### src/hw/rnn_ex_wb_pkg.sv
// Write-back side types of the RNN execute stage: register addresses, loads and results
package rnn_ex_wb_pkg;

  ////////////////////////////////
  // Register file addressing
  ////////////////////////////////

  localparam int REG_ADDR_W = 6;  // 32 GPRs plus FP/extension space
  localparam int N_WSPR     = 4;  // Weight special registers
  localparam int N_ASPR     = 2;  // Activation special registers

  typedef logic [REG_ADDR_W-1:0]     reg_addr_t;
  typedef logic [$clog2(N_WSPR)-1:0] wspr_idx_t;
  typedef logic [$clog2(N_ASPR)-1:0] aspr_idx_t;

  ////////////////////////////////
  // Load return path
  ////////////////////////////////

  // Where returned load data ends up
  typedef enum logic [1:0] {
    DST_GPR  = 2'd0,
    DST_WSPR = 2'd1,
    DST_ASPR = 2'd2
  } load_dst_e;

  typedef struct packed {
    logic [31:0] data;      // Raw load data
    load_dst_e   dst;
    reg_addr_t   rd;        // Only meaningful for DST_GPR
    wspr_idx_t   wspr_idx;  // Only meaningful for DST_WSPR
    aspr_idx_t   aspr_idx;  // Only meaningful for DST_ASPR
  } load_req_t;

  // One register file write
  typedef struct packed {
    reg_addr_t   rd;
    logic [31:0] data;
  } wb_t;

  // Compute result, ALU port write plus branch decision
  typedef struct packed {
    wb_t  wb;
    logic branch_taken;
  } ex_res_t;

endpackage

### src/hw/rnn_ex_arith_pkg.sv
// Arithmetic side types of the RNN execute stage: data word, op codes and request packet
package rnn_ex_arith_pkg;

  import rnn_ex_wb_pkg::*;

  ////////////////////////////////
  // Data path widths
  ////////////////////////////////

  localparam int XLEN        = 32;
  localparam int DOT8_LANES  = 4;  // 4 x 8 bit signed lanes per word
  localparam int DOT16_LANES = 2;  // 2 x 16 bit signed lanes per word

  typedef logic [XLEN-1:0] word_t;

  ////////////////////////////////
  // Operation codes
  ////////////////////////////////

  typedef enum logic [3:0] {
    OP_ADD   = 4'd0,
    OP_SUB   = 4'd1,
    OP_AND   = 4'd2,
    OP_OR    = 4'd3,
    OP_XOR   = 4'd4,
    OP_SLT   = 4'd5,
    OP_SLTU  = 4'd6,
    OP_BEQ   = 4'd7,   // Branch compares
    OP_BNE   = 4'd8,
    OP_BLT   = 4'd9,
    OP_DOT8  = 4'd10,  // Dot products with accumulator
    OP_DOT16 = 4'd11
  } ex_op_e;

  // Request as issued from decode
  typedef struct packed {
    ex_op_e    op;
    word_t     operand_a;
    word_t     operand_b;
    word_t     operand_c;  // Accumulator for dot ops
    logic      use_spr;    // Take a/b from the special registers
    wspr_idx_t wspr_sel;
    aspr_idx_t aspr_sel;
    reg_addr_t rd;
    logic      rd_we;
  } ex_req_t;

endpackage

### src/hw/rnn_ex_compute.sv
// Combinational compute: scalar ALU, branch compare and signed dot products
`timescale 1ns/1ps

module rnn_ex_compute
  import rnn_ex_arith_pkg::*;
  import rnn_ex_wb_pkg::*;
(
  input  ex_req_t req_i,
  input  logic    valid_i,
  output ex_res_t res_o,
  output logic    res_valid_o
);

  logic lt_signed;
  logic lt_unsigned;
  logic equal;
  logic is_branch;

  logic signed [15:0]     dot8_prod  [DOT8_LANES];
  logic signed [31:0]     dot16_prod [DOT16_LANES];
  logic signed [XLEN-1:0] dot8_sum;
  logic signed [XLEN-1:0] dot16_sum;

  word_t res_data;
  logic  taken;

  // Shared comparator for SLT and branches
  assign lt_signed   = $signed(req_i.operand_a) < $signed(req_i.operand_b);
  assign lt_unsigned = req_i.operand_a < req_i.operand_b;
  assign equal       = req_i.operand_a == req_i.operand_b;

  assign is_branch = (req_i.op == OP_BEQ) || (req_i.op == OP_BNE) || (req_i.op == OP_BLT);

  //////////////////////////////
  // Dot product lanes
  //////////////////////////////

  always_comb begin
    dot8_sum = '0;
    for (int i = 0; i < DOT8_LANES; i++) begin
      dot8_prod[i] = $signed(req_i.operand_a[8*i +: 8]) * $signed(req_i.operand_b[8*i +: 8]);
      dot8_sum     = dot8_sum + dot8_prod[i];  // Sign extended to XLEN
    end
  end

  always_comb begin
    dot16_sum = '0;
    for (int i = 0; i < DOT16_LANES; i++) begin
      dot16_prod[i] = $signed(req_i.operand_a[16*i +: 16]) *
                      $signed(req_i.operand_b[16*i +: 16]);
      dot16_sum     = dot16_sum + dot16_prod[i];  // Wraps modulo 2^32
    end
  end

  //////////////////////////////
  // Result select
  //////////////////////////////

  always_comb begin
    res_data = '0;
    taken    = 1'b0;
    case (req_i.op)
      OP_ADD:   res_data = req_i.operand_a + req_i.operand_b;
      OP_SUB:   res_data = req_i.operand_a - req_i.operand_b;
      OP_AND:   res_data = req_i.operand_a & req_i.operand_b;
      OP_OR:    res_data = req_i.operand_a | req_i.operand_b;
      OP_XOR:   res_data = req_i.operand_a ^ req_i.operand_b;
      OP_SLT:   res_data = {{(XLEN-1){1'b0}}, lt_signed};
      OP_SLTU:  res_data = {{(XLEN-1){1'b0}}, lt_unsigned};
      OP_BEQ:   taken    = equal;  // Branches leave data at zero
      OP_BNE:   taken    = !equal;
      OP_BLT:   taken    = lt_signed;
      OP_DOT8:  res_data = dot8_sum + req_i.operand_c;
      OP_DOT16: res_data = dot16_sum + req_i.operand_c;
      default: ;
    endcase
  end

  assign res_o.wb.rd        = req_i.rd;
  assign res_o.wb.data      = res_data;
  assign res_o.branch_taken = taken;

  // Only results that write a register or decide a branch leave the stage
  assign res_valid_o = valid_i && (req_i.rd_we || is_branch);

endmodule

### src/hw/rnn_ex_stage.sv
// RNN execute stage top: operand select, compute and result register plus load port
`timescale 1ns/1ps

module rnn_ex_stage
  import rnn_ex_arith_pkg::*;
  import rnn_ex_wb_pkg::*;
(
  input  logic      clk,
  input  logic      rst_n,

  // Instruction issue
  input  logic      ex_valid_i,
  input  ex_req_t   ex_req_i,

  // Returned load data
  input  logic      load_valid_i,
  input  load_req_t load_i,

  // ALU write port
  output logic      alu_wb_valid_o,
  output wb_t       alu_wb_o,
  output logic      branch_taken_o,

  // Load write port
  output logic      load_wb_valid_o,
  output wb_t       load_wb_o
);

  ex_req_t resolved_req;  // Operands after SPR substitution
  logic    issue_valid;
  ex_req_t issue_req;
  ex_res_t comp_res;
  logic    comp_valid;
  ex_res_t res_q;

  //////////////////////////////
  // Operand select
  //////////////////////////////

  rnn_spr_operand_file u_spr_operand_file (
    .clk          (clk),
    .rst_n        (rst_n),
    .load_valid_i (load_valid_i),
    .load_i       (load_i),
    .req_i        (ex_req_i),
    .req_o        (resolved_req)
  );

  rnn_pipe_reg #(
    .payload_t (ex_req_t)
  ) u_issue_reg (
    .clk     (clk),
    .rst_n   (rst_n),
    .valid_i (ex_valid_i),
    .data_i  (resolved_req),
    .valid_o (issue_valid),
    .data_o  (issue_req)
  );

  //////////////////////////////
  // Compute and result
  //////////////////////////////

  rnn_ex_compute u_ex_compute (
    .req_i       (issue_req),
    .valid_i     (issue_valid),
    .res_o       (comp_res),
    .res_valid_o (comp_valid)
  );

  rnn_pipe_reg #(
    .payload_t (ex_res_t)
  ) u_result_reg (
    .clk     (clk),
    .rst_n   (rst_n),
    .valid_i (comp_valid),
    .data_i  (comp_res),
    .valid_o (alu_wb_valid_o),
    .data_o  (res_q)
  );

  assign alu_wb_o       = res_q.wb;
  assign branch_taken_o = alu_wb_valid_o && res_q.branch_taken;  // Stale payload masked

  // Separate load port, never contends with the ALU port
  rnn_wb_mux u_wb_mux (
    .clk             (clk),
    .rst_n           (rst_n),
    .load_valid_i    (load_valid_i),
    .load_i          (load_i),
    .load_wb_valid_o (load_wb_valid_o),
    .load_wb_o       (load_wb_o)
  );

endmodule

### src/hw/rnn_pipe_reg.sv
// Valid-tagged pipeline register, payload held while no new data arrives
`timescale 1ns/1ps

module rnn_pipe_reg #(
  parameter type payload_t = logic
) (
  input  logic     clk,
  input  logic     rst_n,
  input  logic     valid_i,
  input  payload_t data_i,
  output logic     valid_o,
  output payload_t data_o
);

  always_ff @(posedge clk or negedge rst_n) begin
    if (!rst_n) begin
      valid_o <= 1'b0;
    end else begin
      valid_o <= valid_i;
    end
  end

  // Payload only moves with a valid beat
  always_ff @(posedge clk) begin
    if (valid_i) begin
      data_o <= data_i;
    end
  end

endmodule

### src/hw/rnn_spr_operand_file.sv
// Weight and activation special registers, filled by loads, feeding dot operands
`timescale 1ns/1ps

module rnn_spr_operand_file
  import rnn_ex_arith_pkg::*;
  import rnn_ex_wb_pkg::*;
(
  input  logic      clk,
  input  logic      rst_n,
  input  logic      load_valid_i,
  input  load_req_t load_i,
  input  ex_req_t   req_i,
  output ex_req_t   req_o
);

  word_t [N_WSPR-1:0] wspr_q;  // Weights
  word_t [N_ASPR-1:0] aspr_q;  // Activations

  //////////////////////////////
  // Register update
  //////////////////////////////

  // Loaded word lands on the edge closing the load cycle
  always_ff @(posedge clk or negedge rst_n) begin
    if (!rst_n) begin
      wspr_q <= '0;
      aspr_q <= '0;
    end else if (load_valid_i) begin
      case (load_i.dst)
        DST_WSPR: wspr_q[load_i.wspr_idx] <= load_i.data;
        DST_ASPR: aspr_q[load_i.aspr_idx] <= load_i.data;
        default: ;  // GPR loads handled on the load port
      endcase
    end
  end

  //////////////////////////////
  // Operand selection
  //////////////////////////////

  // Reads the stored value, so a same-cycle load is not yet visible
  always_comb begin
    req_o = req_i;
    if (req_i.use_spr) begin
      req_o.operand_a = aspr_q[req_i.aspr_sel];  // Activation on a
      req_o.operand_b = wspr_q[req_i.wspr_sel];  // Weight on b
    end
  end

endmodule

### src/hw/rnn_wb_mux.sv
// Load write port: routes returned GPR loads to a registered write-back
`timescale 1ns/1ps

module rnn_wb_mux
  import rnn_ex_wb_pkg::*;
(
  input  logic      clk,
  input  logic      rst_n,
  input  logic      load_valid_i,
  input  load_req_t load_i,
  output logic      load_wb_valid_o,
  output wb_t       load_wb_o
);

  logic gpr_load;
  wb_t  load_wb;

  //////////////////////////////
  // Destination decode
  //////////////////////////////

  // SPR-bound loads are consumed by the operand file
  always_comb begin
    gpr_load = 1'b0;
    if (load_valid_i) begin
      case (load_i.dst)
        DST_GPR:  gpr_load = 1'b1;
        DST_WSPR,
        DST_ASPR: gpr_load = 1'b0;
        default:  gpr_load = 1'b0;
      endcase
    end
  end

  assign load_wb.rd   = load_i.rd;
  assign load_wb.data = load_i.data;

  //////////////////////////////
  // Write port register
  //////////////////////////////

  always_ff @(posedge clk or negedge rst_n) begin
    if (!rst_n) begin
      load_wb_valid_o <= 1'b0;
    end else begin
      load_wb_valid_o <= gpr_load;  // One cycle pulse per GPR load
    end
  end

  always_ff @(posedge clk) begin
    if (gpr_load) begin
      load_wb_o <= load_wb;
    end
  end

endmodule

### config.mk
export PLATFORM = sky130hd
export DESIGN_NAME = rnn_ex_stage
export DESIGN_NICKNAME = d
export VERILOG_FILES = /design/src/hw/rnn_ex_wb_pkg.sv /design/src/hw/rnn_ex_arith_pkg.sv /design/src/hw/rnn_ex_compute.sv /design/src/hw/rnn_ex_stage.sv /design/src/hw/rnn_pipe_reg.sv /design/src/hw/rnn_spr_operand_file.sv /design/src/hw/rnn_wb_mux.sv
export SDC_FILE = /design/constraint.sdc
export NUM_CORES = 2
export LEC_CHECK = 0
export ABC_AREA = 1
export BUFFER_PORTS_ARGS = -buffer_cell sky130_fd_sc_hd__buf_4
export CAP_MARGIN = 20
export CORE_MARGIN = 3
export CORE_UTILIZATION = 50
export DETAILED_ROUTE_END_ITERATION = 10
export GPL_TIMING_DRIVEN = 0
export PLACE_DENSITY = 0.76
export SYNTH_ARGS = -nofsm -noshare
export SYNTH_HDL_FRONTEND = slang
export SYNTH_HIERARCHICAL = 1
export SYNTH_SLANG_ARGS = --single-unit
### constraint.sdc
create_clock -name clk -period 16.9 [get_ports clk]
set_input_delay 0.845 -clock clk [delete_from_list [all_inputs] [get_ports clk]]
set_output_delay 0.845 -clock clk [all_outputs]
set_load 0.05 [all_outputs]
==> summary.md <==
| Metric | Value |
|---|---|
| FF+latch area | `10,400 µm²` |
| Setup TNS | `0 ns` |
| Final design utilization | `55.1%` |
| 1st-pass router iterations | `7` |
| Fin crit share | `73.2%` |
| Worst path slowest cell | `o211ai_1` |
| Antenna viol nets, final | `0` |
| Nets | `8,473` |
| Critical-path maximum fanout | `15` |
| Hold/Removal Path Class | `input port to async pin` |
| Placer Congestion | `1.09` |
| Synth warn | `6` |
| WP data required | `17.23 ns` |
| Crit path DAT | `12.70 ns` |
| Clk_lat worst skew | `0.65 ns` |
| Layout cells sized above 1 | `7.20%` |
| Largest net degree at the start of global routing | `124` |
| Port bufs | `191` |
| Fin. max-slew vios | `0` |
| Clk buf depth | `3` |
| Sink Count | `379` |
| Fmax | `0.0808 GHz` |
| Htree depth | `2` |
| Routed wire length | `223,000 µm` |
| Worst-path clk slew | `0.06 ns` |
| Crit-path max cell delay | `0.89 ns` |
| Remaining DRCs | `0` |
| Clock skew | `0.0591 ns` |
| Worst setup EP type | `flop` |
| Post-synth net total | `8,231` |
| Area grow syn2layout | `8.88%` |
| Dpl ws | `4.93 ns` |
| Syn avg cell area | `8.16 µm²` |
| CTS resizes | `0` |
| Core box area | `109,000 µm²` |
| Final-layout fill cell count | `10.2k` |
| Startpoint class of the critical path | `flop` |
| Crit path kind | `flop to flop` |
| Most common cell on crit path | `fa_1` |
| Slew headroom | `16.1%` |
| Via count | `47.2k` |
| Drt first-iter violations | `5,084` |
| Tightest Pin Transition | `1.26 ns` |
| RSZ-0062 raised after global routing | `no` |
| # hold bufs at CTS | `0` |
| Vias per cell | `5.52` |
| Post-synthesis cell count | `6,783` |
| Starting Density | `50.6%` |
| Ports | `237` |
| Most common cell after layout, fill and taps aside | `inv_1` |
| CTS tree | `done` |
| First-pass GRT wire length | `321,000 µm` |
| Full die area | `115,000 µm²` |
| CTS Buf Count | `42` |
| Max Cap Viol | `0` |
| Final WS setup | `4.53 ns` |
| Root Driver | `clkbuf_16` |
| Die Ht | `339 µm` |
| Congestion Overflow GR | `0` |
| GRT Overall Usage | `38.9%` |
| Status | `complete, no violations` |
| Die X | `339 µm` |
| Per-cell routed wire length | `26.1 µm` |
| Row count | `121` |
| Vias in the first global route | `48.0k` |
| Hold Fails Final Rpt | `0` |
| Hpwl dp | `192,000 µm` |
| Multi-input combinational cell area | `36,800 µm²` |
| Synthesized area | `55,300 µm²` |
| Final setup viols | `0` |
| # Post-CTS Setup Buffers | `0` |
| Min Clock Period, post-route | `12.37 ns` |
| Most frequent cells in the layout | `inv_1, nand2_1, fa_1` |
| Initial antenna violation count | `9` |
[routing by layer]
layer	global-route usage [%]	up-vias	part of all wire [%]
met5	0	-	0.022
met4	25.0	8	8.3
met3	9.15	649	11
met2	59.9	2679	44
met1	49.4	23215	37
li1	-	20600	-
[area by class of cell]
| class | count | area share [%] |
|---|---|---|
| Buffer | 297 | 2.46 |
| Clock buffer | 54 | 1.89 |
| Sequential cell | 379 | 17.3 |
| Tap cell | 1476 | 3.06 |
| Inverter | 1774 | 11.1 |
| Timing Repair Buffer | 198 | 2.68 |
| Clock inverter | 24 | 0.513 |
| Antenna cell | 1 | 0.00415 |
| Multi-Input combinational cell | 4333 | 61.1 |
[state kept, by name, summed over array words and instances (netlist names)]
signal,flops
u_issue_reg/data_o,107
u_issue_reg/valid_o,1
u_result_reg/data_o,39
u_result_reg/valid_o,1
u_spr_operand_file/aspr_q,64
u_spr_operand_file/wspr_q,128
u_wb_mux/load_wb_o,38
u_wb_mux/load_wb_valid_o,1
[stage by stage]
stage | hold slack, ns | instances | area [µm²]
after floorplan | 0.442 | 6783 | 55300
after CTS | 0.198 | 8535 | 60300
after global placement | 0.453 | 8450 | 58600
after detailed placement | 0.458 | 8457 | 58800
final | 0.184 | 8536 | 60300
after global routing | 0.229 | 8535 | 60300
[worst paths after layout]
| check | startpoint | endpoint | slack (ns) | cells past startpoint |
|---|---|---|---|---|
| setup / recovery | u_issue_reg/data_o[90] | u_result_reg/data_o[32] | 4.53 | 33 |
| hold / removal | rst_n | u_spr_operand_file/wspr_q[58] | 0.18 | 1 |
| hold reg to reg | u_spr_operand_file/aspr_q[7] | u_spr_operand_file/aspr_q[7] | 0.47 | 2 |
| min in group clk | ex_req_i[21] | u_issue_reg/data_o[21] | 0.37 | 1 |
| max in group asynchronous | rst_n | u_spr_operand_file/wspr_q[37] | 15.68 | 2 |
| setup reg to reg | u_issue_reg/data_o[90] | u_result_reg/data_o[32] | 4.53 | 33 |
[critical path, delay by kind of cell, from the launching register on]
kind / cells / cell delay [ns]
AND/OR/NAND/NOR: 12 / 2.56
flip-flops: 1 / 0.47
adder cells (fa/ha/maj): 10 / 5.24
AO/OA/AOI/OAI: 4 / 1.46
buffers and inverters: 7 / 2.27
Power is left out: the tool's default activity adds up to more than one toggle a clock period on the data nets, which glitch-free logic cannot reach.
